$ cat src/hw/mcu_pkg.sv
// ~~~~~~~~~~~~~~~~~~~~
// Constants and types shared by the MCU control corner
// Address bits above the region field are not decoded, so the map aliases
// ~~~~~~~~~~~~~~~~~~~~
package mcu_pkg;

  typedef logic [31:0] word_t;
  typedef logic [31:0] addr_t;

  localparam int NUM_GPIO = 8;
  typedef logic [NUM_GPIO-1:0] gpio_t;

  // Region field sits at address bits 15:12
  localparam int REGION_LSB = 12;
  localparam int REGION_W = 4;
  typedef logic [REGION_W-1:0] region_t;

  localparam region_t REGION_AO_CTRL = 4'd0;
  localparam region_t REGION_GPIO = 4'd1;
  localparam region_t REGION_TIMER = 4'd2;

  localparam word_t EXIT_VALID_OFS = 32'h0;
  localparam word_t EXIT_VALUE_OFS = 32'h4;
  localparam word_t BOOT_SELECT_OFS = 32'h8;
  localparam word_t PERIPH_POWER_OFS = 32'hC;

  localparam word_t GPIO_IN_OFS = 32'h0;
  localparam word_t GPIO_OUT_OFS = 32'h4;
  localparam word_t GPIO_OE_OFS = 32'h8;
  localparam word_t GPIO_INTR_EN_OFS = 32'hC;
  localparam word_t GPIO_INTR_STATUS_OFS = 32'h10;

  localparam word_t MTIME_OFS = 32'h0;
  localparam word_t MTIMECMP_OFS = 32'h4;
  localparam word_t TIMER_CTRL_OFS = 32'h8;

  localparam int INTR_TIMER_BIT = 7;
  localparam int INTR_GPIO_LSB = 22;

  typedef enum logic [1:0] {
    ON   = 2'd0,
    ISO  = 2'd1,
    OFF  = 2'd2,
    WAKE = 2'd3
  } pwr_state_e;

endpackage
$ cat src/hw/mini_mcu_top.sv
// ~~~~~~~~~~~~~~~~~~~~
// Always-on control corner with a Wishbone host port in place of a CPU
// Timer interrupt is clamped low while the peripheral domain is isolated
// ~~~~~~~~~~~~~~~~~~~~
module mini_mcu_top
  import mcu_pkg::*;
(
  input  logic  clk_i,
  input  logic  rst_n_i,
  input  logic  wb_cyc_i,
  input  logic  wb_stb_i,
  input  logic  wb_we_i,
  input  addr_t wb_adr_i,
  input  word_t wb_dat_i,
  output word_t wb_dat_o,
  output logic  wb_ack_o,
  output logic  wb_err_o,
  input  logic  boot_select_i,
  input  gpio_t gpio_i,
  input  logic  periph_switch_ack_i,
  output logic  exit_valid_o,
  output word_t exit_value_o,
  output gpio_t gpio_o,
  output gpio_t gpio_oe_o,
  output logic  periph_switch_o,
  output logic  periph_iso_o,
  output word_t intr_o
);

  logic  ao_sel;
  logic  gpio_sel;
  logic  timer_sel;
  logic  we;
  word_t ofs;
  word_t wdata;
  word_t ao_rdata;
  word_t gpio_rdata;
  word_t timer_rdata;
  logic  periph_on;
  logic  periph_rst_n;
  logic  periph_clk_en;
  gpio_t gpio_intr;
  logic  timer_intr;

  wb_decoder wb_decoder_i (
    .clk_i,
    .rst_n_i,
    .wb_cyc_i,
    .wb_stb_i,
    .wb_we_i,
    .wb_adr_i,
    .wb_dat_i,
    .wb_dat_o,
    .wb_ack_o,
    .wb_err_o,
    .periph_on_i  (periph_on),
    .ao_sel_o     (ao_sel),
    .gpio_sel_o   (gpio_sel),
    .timer_sel_o  (timer_sel),
    .we_o         (we),
    .ofs_o        (ofs),
    .wdata_o      (wdata),
    .ao_rdata_i   (ao_rdata),
    .gpio_rdata_i (gpio_rdata),
    .timer_rdata_i(timer_rdata)
  );

  ao_ctrl_regs ao_ctrl_regs_i (
    .clk_i,
    .rst_n_i,
    .sel_i          (ao_sel),
    .we_i           (we),
    .ofs_i          (ofs),
    .wdata_i        (wdata),
    .boot_select_i,
    .periph_switch_ack_i,
    .rdata_o        (ao_rdata),
    .exit_valid_o,
    .exit_value_o,
    .periph_switch_o,
    .periph_iso_o,
    .periph_rst_n_o (periph_rst_n),
    .periph_clk_en_o(periph_clk_en),
    .periph_on_o    (periph_on)
  );

  gpio_ao gpio_ao_i (
    .clk_i,
    .rst_n_i,
    .sel_i    (gpio_sel),
    .we_i     (we),
    .ofs_i    (ofs),
    .wdata_i  (wdata),
    .gpio_i,
    .rdata_o  (gpio_rdata),
    .gpio_o,
    .gpio_oe_o,
    .intr_o   (gpio_intr)
  );

  // Timer runs from the domain reset and clock enable
  rv_timer rv_timer_i (
    .clk_i,
    .rst_n_i (periph_rst_n),
    .clk_en_i(periph_clk_en),
    .sel_i   (timer_sel),
    .we_i    (we),
    .ofs_i   (ofs),
    .wdata_i (wdata),
    .rdata_o (timer_rdata),
    .intr_o  (timer_intr)
  );

  always_comb begin
    intr_o = '0;
    intr_o[INTR_TIMER_BIT] = timer_intr & ~periph_iso_o;
    intr_o[INTR_GPIO_LSB+:NUM_GPIO] = gpio_intr;
  end

endmodule

$ cat src/hw/rv_timer.sv
// ~~~~~~~~~~~~~~~~~~~~
// Machine timer in the switchable domain, 32-bit mtime that wraps
// All state is lost while the domain reset is held
// ~~~~~~~~~~~~~~~~~~~~
module rv_timer
  import mcu_pkg::*;
(
  input  logic  clk_i,
  input  logic  rst_n_i,
  input  logic  clk_en_i,
  input  logic  sel_i,
  input  logic  we_i,
  input  word_t ofs_i,
  input  word_t wdata_i,
  output word_t rdata_o,
  output logic  intr_o
);

  word_t mtime_q;
  word_t mtimecmp_q;
  logic  cnt_en_q;
  logic  irq_en_q;
  logic  wr;

  assign wr = sel_i & we_i;

  // Clock enable freezes the whole block, as a gated clock would
  always_ff @(posedge clk_i or negedge rst_n_i) begin
    if (!rst_n_i) begin
      mtime_q    <= '0;
      mtimecmp_q <= '0;
      cnt_en_q   <= 1'b0;
      irq_en_q   <= 1'b0;
    end else if (clk_en_i) begin
      if (wr && ofs_i == MTIME_OFS) begin
        mtime_q <= wdata_i;
      end else if (cnt_en_q) begin
        mtime_q <= mtime_q + 32'd1;
      end
      if (wr && ofs_i == MTIMECMP_OFS) mtimecmp_q <= wdata_i;
      if (wr && ofs_i == TIMER_CTRL_OFS) begin
        cnt_en_q <= wdata_i[0];
        irq_en_q <= wdata_i[1];
      end
    end
  end

  assign intr_o = irq_en_q & (mtime_q >= mtimecmp_q);

  always_comb begin
    case (ofs_i)
      MTIME_OFS:      rdata_o = mtime_q;
      MTIMECMP_OFS:   rdata_o = mtimecmp_q;
      TIMER_CTRL_OFS: rdata_o = {30'b0, irq_en_q, cnt_en_q};
      default:        rdata_o = '0;
    endcase
  end

endmodule

$ cat src/hw/gpio_ao.sv
// ~~~~~~~~~~~~~~~~~~~~
// Always-on GPIO, pins are asynchronous and pass a two-flop synchronizer
// Rising-edge interrupts only; status is write one to clear
// ~~~~~~~~~~~~~~~~~~~~
module gpio_ao
  import mcu_pkg::*;
(
  input  logic  clk_i,
  input  logic  rst_n_i,
  input  logic  sel_i,
  input  logic  we_i,
  input  word_t ofs_i,
  input  word_t wdata_i,
  input  gpio_t gpio_i,
  output word_t rdata_o,
  output gpio_t gpio_o,
  output gpio_t gpio_oe_o,
  output gpio_t intr_o
);

  gpio_t sync1_q;
  gpio_t sync2_q;
  gpio_t prev_q;
  gpio_t intr_en_q;
  gpio_t rise;
  gpio_t clr;
  logic  wr;

  assign wr   = sel_i & we_i;
  assign rise = sync2_q & ~prev_q;
  assign clr  = (wr && ofs_i == GPIO_INTR_STATUS_OFS) ? wdata_i[NUM_GPIO-1:0] : '0;

  always_ff @(posedge clk_i or negedge rst_n_i) begin
    if (!rst_n_i) begin
      sync1_q <= '0;
      sync2_q <= '0;
      prev_q  <= '0;
    end else begin
      sync1_q <= gpio_i;
      sync2_q <= sync1_q;
      prev_q  <= sync2_q;
    end
  end

  always_ff @(posedge clk_i or negedge rst_n_i) begin
    if (!rst_n_i) begin
      gpio_o    <= '0;
      gpio_oe_o <= '0;
      intr_en_q <= '0;
      intr_o    <= '0;
    end else begin
      if (wr && ofs_i == GPIO_OUT_OFS) gpio_o <= wdata_i[NUM_GPIO-1:0];
      if (wr && ofs_i == GPIO_OE_OFS) gpio_oe_o <= wdata_i[NUM_GPIO-1:0];
      if (wr && ofs_i == GPIO_INTR_EN_OFS) intr_en_q <= wdata_i[NUM_GPIO-1:0];
      // A new edge wins over a clear in the same cycle
      intr_o <= (intr_o & ~clr) | (rise & intr_en_q);
    end
  end

  always_comb begin
    case (ofs_i)
      GPIO_IN_OFS:          rdata_o = word_t'(sync2_q);
      GPIO_OUT_OFS:         rdata_o = word_t'(gpio_o);
      GPIO_OE_OFS:          rdata_o = word_t'(gpio_oe_o);
      GPIO_INTR_EN_OFS:     rdata_o = word_t'(intr_en_q);
      GPIO_INTR_STATUS_OFS: rdata_o = word_t'(intr_o);
      default:              rdata_o = '0;
    endcase
  end

endmodule

$ cat src/hw/ao_ctrl_regs.sv
// ~~~~~~~~~~~~~~~~~~~~
// Exit, boot and power registers for the switchable peripheral domain
// Power-down waits for the switch ack to fall, wake-up for it to rise
// ~~~~~~~~~~~~~~~~~~~~
module ao_ctrl_regs
  import mcu_pkg::*;
(
  input  logic  clk_i,
  input  logic  rst_n_i,
  input  logic  sel_i,
  input  logic  we_i,
  input  word_t ofs_i,
  input  word_t wdata_i,
  input  logic  boot_select_i,
  input  logic  periph_switch_ack_i,
  output word_t rdata_o,
  output logic  exit_valid_o,
  output word_t exit_value_o,
  output logic  periph_switch_o,
  output logic  periph_iso_o,
  output logic  periph_rst_n_o,
  output logic  periph_clk_en_o,
  output logic  periph_on_o
);

  pwr_state_e state_q;
  logic       pwr_req_q;
  logic       wr;

  assign wr = sel_i & we_i;

  always_ff @(posedge clk_i or negedge rst_n_i) begin
    if (!rst_n_i) begin
      exit_valid_o <= 1'b0;
      exit_value_o <= '0;
      pwr_req_q    <= 1'b1;
    end else if (wr) begin
      if (ofs_i == EXIT_VALID_OFS) exit_valid_o <= wdata_i[0];
      if (ofs_i == EXIT_VALUE_OFS) exit_value_o <= wdata_i;
      if (ofs_i == PERIPH_POWER_OFS) pwr_req_q <= wdata_i[0];
    end
  end

  // Domain reset is held during system reset and released in ON
  always_ff @(posedge clk_i or negedge rst_n_i) begin
    if (!rst_n_i) begin
      state_q         <= ON;
      periph_switch_o <= 1'b1;
      periph_iso_o    <= 1'b0;
      periph_rst_n_o  <= 1'b0;
      periph_clk_en_o <= 1'b1;
    end else begin
      case (state_q)
        ON: begin
          periph_rst_n_o <= 1'b1;
          if (!pwr_req_q) begin
            periph_iso_o    <= 1'b1;
            periph_clk_en_o <= 1'b0;
            state_q         <= ISO;
          end
        end
        ISO: begin
          // Switch drops one cycle after isolation
          periph_switch_o <= 1'b0;
          periph_rst_n_o  <= 1'b0;
          if (!periph_switch_o && !periph_switch_ack_i) state_q <= OFF;
        end
        OFF: begin
          if (pwr_req_q) begin
            periph_switch_o <= 1'b1;
            state_q         <= WAKE;
          end
        end
        WAKE: begin
          if (periph_switch_ack_i) begin
            periph_rst_n_o  <= 1'b1;
            periph_clk_en_o <= 1'b1;
            periph_iso_o    <= 1'b0;
            state_q         <= ON;
          end
        end
        default: state_q <= ON;
      endcase
    end
  end

  assign periph_on_o = (state_q == ON);

  always_comb begin
    case (ofs_i)
      EXIT_VALID_OFS:   rdata_o = word_t'(exit_valid_o);
      EXIT_VALUE_OFS:   rdata_o = exit_value_o;
      BOOT_SELECT_OFS:  rdata_o = word_t'(boot_select_i);
      PERIPH_POWER_OFS: rdata_o = word_t'(state_q);
      default:          rdata_o = '0;
    endcase
  end

endmodule

$ cat src/hw/wb_decoder.sv
// ~~~~~~~~~~~~~~~~~~~~
// Wishbone classic slave, full-word accesses only, one access in flight
// Answer comes one cycle after the request and is not repeated until stb drops
// ~~~~~~~~~~~~~~~~~~~~
module wb_decoder
  import mcu_pkg::*;
(
  input  logic  clk_i,
  input  logic  rst_n_i,
  input  logic  wb_cyc_i,
  input  logic  wb_stb_i,
  input  logic  wb_we_i,
  input  addr_t wb_adr_i,
  input  word_t wb_dat_i,
  output word_t wb_dat_o,
  output logic  wb_ack_o,
  output logic  wb_err_o,
  input  logic  periph_on_i,
  output logic  ao_sel_o,
  output logic  gpio_sel_o,
  output logic  timer_sel_o,
  output logic  we_o,
  output word_t ofs_o,
  output word_t wdata_o,
  input  word_t ao_rdata_i,
  input  word_t gpio_rdata_i,
  input  word_t timer_rdata_i
);

  region_t region;
  logic    req;
  logic    done_q;
  logic    hit;
  word_t   rdata_mux;

  assign region = wb_adr_i[REGION_LSB+REGION_W-1:REGION_LSB];

  // New request only once the previous one has seen stb drop
  assign req = wb_cyc_i & wb_stb_i & ~done_q;

  assign ao_sel_o    = req & (region == REGION_AO_CTRL);
  assign gpio_sel_o  = req & (region == REGION_GPIO);
  assign timer_sel_o = req & (region == REGION_TIMER) & periph_on_i;
  assign hit         = ao_sel_o | gpio_sel_o | timer_sel_o;

  assign we_o    = wb_we_i;
  assign ofs_o   = {{(32-REGION_LSB){1'b0}}, wb_adr_i[REGION_LSB-1:0]};
  assign wdata_o = wb_dat_i;

  always_comb begin
    rdata_mux = '0;
    if (ao_sel_o) rdata_mux = ao_rdata_i;
    if (gpio_sel_o) rdata_mux = gpio_rdata_i;
    if (timer_sel_o) rdata_mux = timer_rdata_i;
  end

  always_ff @(posedge clk_i or negedge rst_n_i) begin
    if (!rst_n_i) begin
      done_q   <= 1'b0;
      wb_ack_o <= 1'b0;
      wb_err_o <= 1'b0;
    end else begin
      done_q   <= wb_cyc_i & wb_stb_i;
      wb_ack_o <= req & hit;
      wb_err_o <= req & ~hit;
    end
  end

  always_ff @(posedge clk_i) begin
    if (req) wb_dat_o <= rdata_mux;
  end

endmodule

$ cat config.mk
export PLATFORM = sky130hd
export DESIGN_NAME = mini_mcu_top
export DESIGN_NICKNAME = d
export VERILOG_FILES = /design/src/hw/mcu_pkg.sv /design/src/hw/mini_mcu_top.sv /design/src/hw/rv_timer.sv /design/src/hw/gpio_ao.sv /design/src/hw/ao_ctrl_regs.sv /design/src/hw/wb_decoder.sv
export SDC_FILE = /design/constraint.sdc
export NUM_CORES = 1
export LEC_CHECK = 0
export BUFFER_PORTS_ARGS = -buffer_cell sky130_fd_sc_hd__buf_2
export CAP_MARGIN = 40
export CORE_MARGIN = 3
export CORE_UTILIZATION = 44
export DETAILED_ROUTE_END_ITERATION = 16
export PLACE_DENSITY = 0.69
export REMOVE_ABC_BUFFERS = 1
export SLEW_MARGIN = 10
export SYNTH_ARGS = -nofsm -noshare
export SYNTH_HDL_FRONTEND = slang
export SYNTH_SLANG_ARGS = --single-unit
export TNS_END_PERCENT = 50
$ cat constraint.sdc
create_clock -name clk_i -period 2.97 [get_ports clk_i]
set_input_delay 0 -clock clk_i [delete_from_list [all_inputs] [get_ports clk_i]]
set_output_delay 0 -clock clk_i [all_outputs]
set_load 0.02 [all_outputs]
==> impl_metrics.csv, run 1 <==
group,metric,value,unit
status,run_status,"completed",
layout,antenna_cells,0,
layout,nets,1226,
clock_tree,cts.reportedPaths.clkPinSlew,0.08,ns
clock_tree,numCtsBuffers,17,
routing,viasPerCell,5.782,
logic_synthesis,postSynthAreaPerCell,11.35,sq um
worst_setup_path,crit_type,"reg -> out",
layout,fill_cells,1958,
die,std_cell_rows,55,
timing,setup_tns,0,ns
die,dieArea,25210,sq um
worst_setup_path,worstPathRequired,2.97,ns
logic_synthesis,yosysTopAreaCell,"dfrtp_1",
clock_tree,clockBufferDepth,2,
worst_setup_path,startpoint_type,"register",
routing,wl_per_cell,19.49,microns
worst_setup_path,cp.arrival,2.73,ns
routing,vias,8297,
power,ir_drop,0.0003989,V
timing,finalClockSkew,0.01028,ns
logic_synthesis,synth.yosys.seq_area_share,49.60,%
global_routing,grt_usage,21.89,%
layout,final_cells,1435,
clock_tree,holdBufCountCts,47,
die,io_pins,196,
die,die_w,158.8,microns
clock_tree,clock_sinks,197,
layout,drive_gt1_share,29.86,%
timing,max_freq,366.5,MHz
global_routing,antenna_found_initial,0,
placement,dp_cells,1356,
clock_tree,insertion_delay,0.44,ns
power,leakage,5.504,nW
layout,syn2layout_area_growth,21.59,%
placement,place_congestion,0.8806,
placement,dpl.hpwl,19780,microns
power,p_total,0.005893,W
timing,setup_viol_count_final,0,
hold_path,hold_path.class,"in -> reg",
routing,drt_pre_antenna_iters,5,
logic_synthesis,ys_ff_latch,197,
logic_synthesis,yosys-top-cells-count,"162 x dfrtp_1, 92 x mux2_2, 53 x nand2_1",
timing,maxSlewViolCount,0,
logic_synthesis,synth_edf_count,32,
clock_tree,cts_root_buffer,"clkbuf_16",
timing,layout_setup_ws,0.2412,ns
routing,drc,0,
logic_synthesis,synth_area_leaders,"dfrtp_1 39%, mux2_2 10%, edfxtp_1 9.4%, ha_1 4.6%, mux2i_1 3.2%",
routing,drt_iter0_drc,727,
timing,tightest_slew,0.7028,ns
logic_synthesis,synth_top_area_share,39.47,%
timing,final_hold_viol_count,0,
flow_run,maxCapViolations,0,
placement,port-buffer-count,156,
placement,place_ws,0.3938,ns
logic_synthesis,synth_cells,905,
clock_tree,tritoncts,"built",
routing,routed_wl,27960,microns
global_routing,grt_pass1_vias,8169,
power,power.density,472.0,nW/um^2
logic_synthesis,yosysUniqueCellTypes,64,
die,coreArea,22780,sq um
die,die_h,158.8,microns
logic_synthesis,async_flop_share,83.76,%
routing,ant_nets,0,
timing,grt_setup_unrepaired,"false",
worst_setup_path,worstSetupEndpointType,"primary output",
global_routing,grt_pass1_wl,44660,microns
timing,maxSlewHeadroom,53.10,%
layout,fin_util,54.82,%
die,start_util,45.09,%
global_routing,grt_max_degree,69,
logic_synthesis,netlist_area,10270,sq um
timing,finalCritPeriodShare,91.88,%
clock_tree,cts_setup_buffers,0,
timing,period_needed,2.729,ns
clock_tree,htree_levels,4,
global_routing,overflow,0,
clock_tree,ctsResizeCount,0,
logic_synthesis,ys_warn_count,0,
worst_setup_path,cp_max_fo,7,
logic_synthesis,synth_ff_type,"dfrtp_1",
logic_synthesis,synth.most_common_cell,"dfrtp_1",
[power breakdown]
group / internal, W / leakage (nW) / total, W / switching [W]
Combinational: 0.000225 / 2.80 / 0.000702 / 0.000477
Clock: 0.00114 / 0.292 / 0.00234 / 0.00120
Sequential: 0.00280 / 2.42 / 0.00285 / 0.0000462
[cells by family (layout without fill, tap and decap cells)]
| group | after synthesis | count (layout) | synth area share (%) |
|---|---|---|---|
| simple gates | 223 | 223 | 12.16 |
| compound gates | 194 | 194 | 13.73 |
| fa+ha+maj | 38 | 38 | 4.630 |
| mux | 130 | 130 | 14.07 |
| buf+inv | 122 | 317 | 5.775 |
| flops | 197 | 197 | 49.60 |
| other cells | 1 | 23 | 0.03651 |
[path summary, 6_finish.rpt]
| path | from | endpoint | slack [ns] | depth (start not counted) |
|---|---|---|---|---|
| max | rv_timer_i.mtime_q[0] | intr_o[7] | 0.24 | 8 |
| min | wb_adr_i[13] | wb_decoder_i.wb_ack_o | 0.0003 | 3 |
| max reg2reg | ao_ctrl_regs_i.state_q[0] | rv_timer_i.mtime_q[7] | 0.38 | 8 |
| min reg2reg | ao_ctrl_regs_i.periph_rst_n_o | rv_timer_i.mtime_q[19] | 0.31 | 1 |
| max in group asynchronous | rst_n_i | ao_ctrl_regs_i.pwr_req_q | 2.16 | 3 |
| min in group asynchronous | rst_n_i | ao_ctrl_regs_i.exit_value_o[23] | 0.06 | 2 |
[cell type report]
class,instances,area [sq um],area share (%)
Clock buffer,17,425.4,3.407
Clock inverter,15,180.2,1.443
Inverter,51,191.4,1.533
Multi-Input combinational cell,608,4679,37.47
Sequential cell,197,5095,40.80
Tap cell,313,391.6,3.136
Timing Repair Buffer,234,1524,12.20
[flip-flops by register name, summed over array words and instances (netlist names), 32 cells and up]
register / cells
wb_decoder_i.wb_dat_o: 32
ao_ctrl_regs_i.exit_value_o: 32
rv_timer_i.mtime_q: 32
rv_timer_i.mtimecmp_q: 32
[critical path: stages (launching register included)]
cell	delay, ns
dfrtp_1	0.47
inv_1	0.09
ha_1	0.27
nand2b_1	0.14
a2111oi_0	0.40
o21ai_0	0.25
a21oi_1	0.29
o21ai_0	0.19
buf_2	0.20
[per-stage QoR]
| step | area, sq um | hold WS, ns |
|---|---|---|
| 2_1_floorplan | 9951 | -0.2956 |
| 4_1_cts | 12490 | 0.008361 |
| 6_report | 12490 | 0.0002986 |
| 3_3_place_gp | 11410 | -0.001926 |
| 5_1_grt | 12490 | 0.04690 |
| 3_5_place_dp | 11410 | -0.003212 |
[routing by layer]
metal,track usage [%],up-vias,wire length (microns)
li1,-,3793,-
met4,6.248,0,557
met1,29.76,4112,12270
met3,4.722,45,1941
met2,35.54,347,13190
met5,0,-,0
[layout by cell type, fill, tap and decap left out, types with 5 or more instances in the layout]
master / instances
nor3_1: 21
ha_1: 38
clkbuf_16: 17
clkinv_8: 5
buf_4: 29
a22oi_1: 32
nand3_1: 31
o22ai_1: 5
or3_1: 8
inv_8: 5
dlygate4sd3_1: 47
inv_1: 51
buf_2: 155
conb_1: 23
and2_1: 5
and4_1: 12
o21ai_0: 27
and3_1: 9
nor2_1: 19
dfrtp_1: 161
edfxtp_1: 32
a2bb2oi_1: 11
mux2_2: 92
a22o_1: 6
a21oi_1: 36
nand4_1: 23
nand2_1: 53
nor4_1: 16
mux2i_1: 33
o2bb2ai_1: 34
Power figures use the tool's default switching activity.
==> inputs of run 2 (changes only) <==
--- a/constraint.sdc
+++ b/constraint.sdc
@@ -3,2 +3,2 @@
 set_output_delay 0 -clock clk_i [all_outputs]
-set_load 0.02 [all_outputs]
+set_load 0.005 [all_outputs]
==> run 2 against run 1 <==
Effect of this change: register-to-register slack about the same; global-route usage increased by 0.14 points; critical endpoint unchanged; largest power group unchanged; final cell count unchanged; utilization decreased by 0.12 points; worst setup slack improved by 0.017 ns; maximum frequency increased by 0.62%; highest routed layer unchanged; combinational power decreased by 5.8%; cell area decreased by 0.21%; first-iteration DRC count decreased by 3.7%.
==> impl_metrics.csv, run 2 (synthesis results as in run 1) <==
group,metric,value,unit
worst_setup_path,critical_path.max_stage_delay,0.46,ns
clock_tree,cts_root_buffer,"clkbuf_16",
layout,final_cells,1435,
die,die_h,158.8,microns
global_routing,overflow,0,
placement,place_congestion,0.8838,
power,ir_drop,0.0003490,V
power,seqPwrFrac,49.3,%
clock_tree,insertion_delay,0.44,ns
power,leakage,5.494,nW
routing,wl_per_cell,19.23,microns
layout,most-common-layout-cells,"161 x dfrtp_1, 155 x buf_2, 92 x mux2_2, 53 x nand2_1, 51 x inv_1",
hold_path,worstHoldStart,"wb_adr_i[13]",
die,die_w,158.8,microns
global_routing,grt_max_degree,69,
timing,setup_tns,0,ns
worst_setup_path,worst_r2r_path_depth,8,
hold_path,hold_path_depth,3,
routing,routed_wl,27600,microns
placement,port-buffer-count,156,
worst_setup_path,worstSetupEndpointType,"primary output",
timing,period_needed,2.712,ns
timing,maxSlewHeadroom,51.93,%
worst_setup_path,cp_common_cell,"o21ai_0",
worst_setup_path,rr_startpoint,"ao_ctrl_regs_i.state_q[0]",
layout,antenna_cells,0,
timing,finalCritPeriodShare,91.31,%
worst_setup_path,crit_type,"reg -> out",
power,p_switching,0.001634,W
worst_setup_path,path_cells,"inv_1 -> ha_1 -> nand2b_1 -> a2111oi_0 -> o21ai_0 -> a21oi_1 -> o21ai_0 -> buf_2",
placement,postPlaceCellArea,11410,sq um
timing,finalClockSkew,0.01225,ns
power,p_sw_share,28.24,%
layout,nets,1226,
global_routing,grt_usage,22.03,%
power,power.clock.fraction,39.3,%
worst_setup_path,cp.arrival,2.71,ns
timing,setup_viol_count_final,0,
timing,tightest_slew,0.7203,ns
routing,drt_pre_antenna_iters,7,
routing,drt_iter0_drc,700,
placement,dpl.hpwl,19710,microns
timing,final_hold_viol_count,0,
power,intPower,0.004152,W
routing,viasPerCell,5.685,
power,combPwrFrac,11.4,%
worst_setup_path,cp_slowest_cell,"dfrtp_1",
flow_run,maxCapViolations,0,
routing,drc,0,
timing,grt_setup_unrepaired,"false",
die,start_util,45.09,%
layout,drive_gt1_share,29.86,%
hold_path,hold_path.class,"in -> reg",
clock_tree,cts_setup_buffers,0,
status,run_status,"completed",
timing,maxSlewViolCount,0,
clock_tree,htree_levels,4,
die,dieArea,25210,sq um
layout,syn2layout_area_growth,21.33,%
die,io_pins,196,
worst_setup_path,r2r_end,"rv_timer_i.mtime_q[23]",
global_routing,antenna_found_initial,0,
worst_setup_path,cp_max_fo,7,
worst_setup_path,worstPathRequired,2.97,ns
routing,ant_nets,0,
clock_tree,ctsResizeCount,0,
worst_setup_path,worst-r2r-setup-slack,0.38,ns
clock_tree,cts.reportedPaths.clkPinSlew,0.07,ns
timing,fin_hold_ws,0.01732,ns
routing,vias,8158,
layout,final_common_cell,"dfrtp_1",
timing,max_freq,368.7,MHz
die,coreArea,22780,sq um
layout,postLayoutCellArea,12460,sq um
placement,dp_cells,1356,
worst_setup_path,crit_buf_inv,2,
clock_tree,numCtsBuffers,17,
worst_setup_path,critPathTopFamily,"compound AO/OA/AOI/OAI gates",
global_routing,grt_pass1_vias,8085,
clock_tree,tritoncts,"built",
clock_tree,clockBufferDepth,2,
global_routing,grt_pass1_wl,44530,microns
worst_setup_path,startpoint_type,"register",
clock_tree,clock_sinks,197,
power,power.density,464.4,nW/um^2
hold_path,hold_path_end,"wb_decoder_i.wb_ack_o",
die,std_cell_rows,55,
run 2: cell count changes in the layout (fill, tap and decap cells not counted), sizes merged:
cell,before,now
clkinv,7,6
inv,58,59
run 2: routing by layer:
metal	GRT usage, %	vias up	share of wire [%]
met4	5.292	0	1.7
met1	30.64	4028	44
met3	4.879	39	7.0
li1	-	3782	-
met5	0	-	0
met2	35.36	309	47
run 2: cell type report:
cell class	count	area, sq um
Clock buffer	17	425.4
Clock inverter	15	153.9
Fill cell	1990	10320
Inverter	51	191.4
Multi-Input combinational cell	608	4679
Sequential cell	197	5095
Tap cell	313	391.6
Timing Repair Buffer	234	1524
run 2: timing repair:
item                                    CTS  global route
endpoints found under the hold margin   169             0
endpoints found under the setup margin    0             0
hold buffers                             47             0
run 2: power by group through the flow:
stage / logic [W] / registers (W) / clock network (W)
global route: 0.000739 / 0.00286 / 0.00241
floorplan: 0.000203 / 0.00301 / 0
finish: 0.000661 / 0.00285 / 0.00228
global placement: 0.000609 / 0.00290 / 0
detailed placement: 0.000620 / 0.00291 / 0
CTS: 0.000671 / 0.00285 / 0.00231
run 2: worst max path at each step:
stage                                    startpoint                        to  slack, ns  cells after the start
final                         rv_timer_i.mtime_q[0]                 intr_o[7]       0.26                      8
after global routing          rv_timer_i.mtime_q[0]                 intr_o[7]       0.07                      8
after CTS                     rv_timer_i.mtime_q[0]                 intr_o[7]       0.23                      8
after floorplan           ao_ctrl_regs_i.state_q[0]  rv_timer_i.mtimecmp_q[0]      -0.15                      6
after detailed placement  ao_ctrl_regs_i.state_q[0]     rv_timer_i.mtime_q[7]       0.41                      8
after global placement    ao_ctrl_regs_i.state_q[0]     rv_timer_i.mtime_q[7]       0.48                      8
run 2: metrics by stage:
stage	power [W]	utilization, %	setup slack (ns)
6_report	0.005786	54.70	0.2581
3_5_place_dp	0.003527	50.10	0.4126
4_1_cts	0.005834	54.70	0.2293
5_1_grt	0.006014	54.70	0.07302
3_3_place_gp	0.003512	50.10	0.4834
2_1_floorplan	0.003215	-	-0.1529
run 2: worst min-delay path: cells and delay by family:
kind	cells	cell delay, ns
and+or+nand+nor	1	0.14
buffers and inverters	1	0.12
AOI/OAI and AO/OA	1	0.12
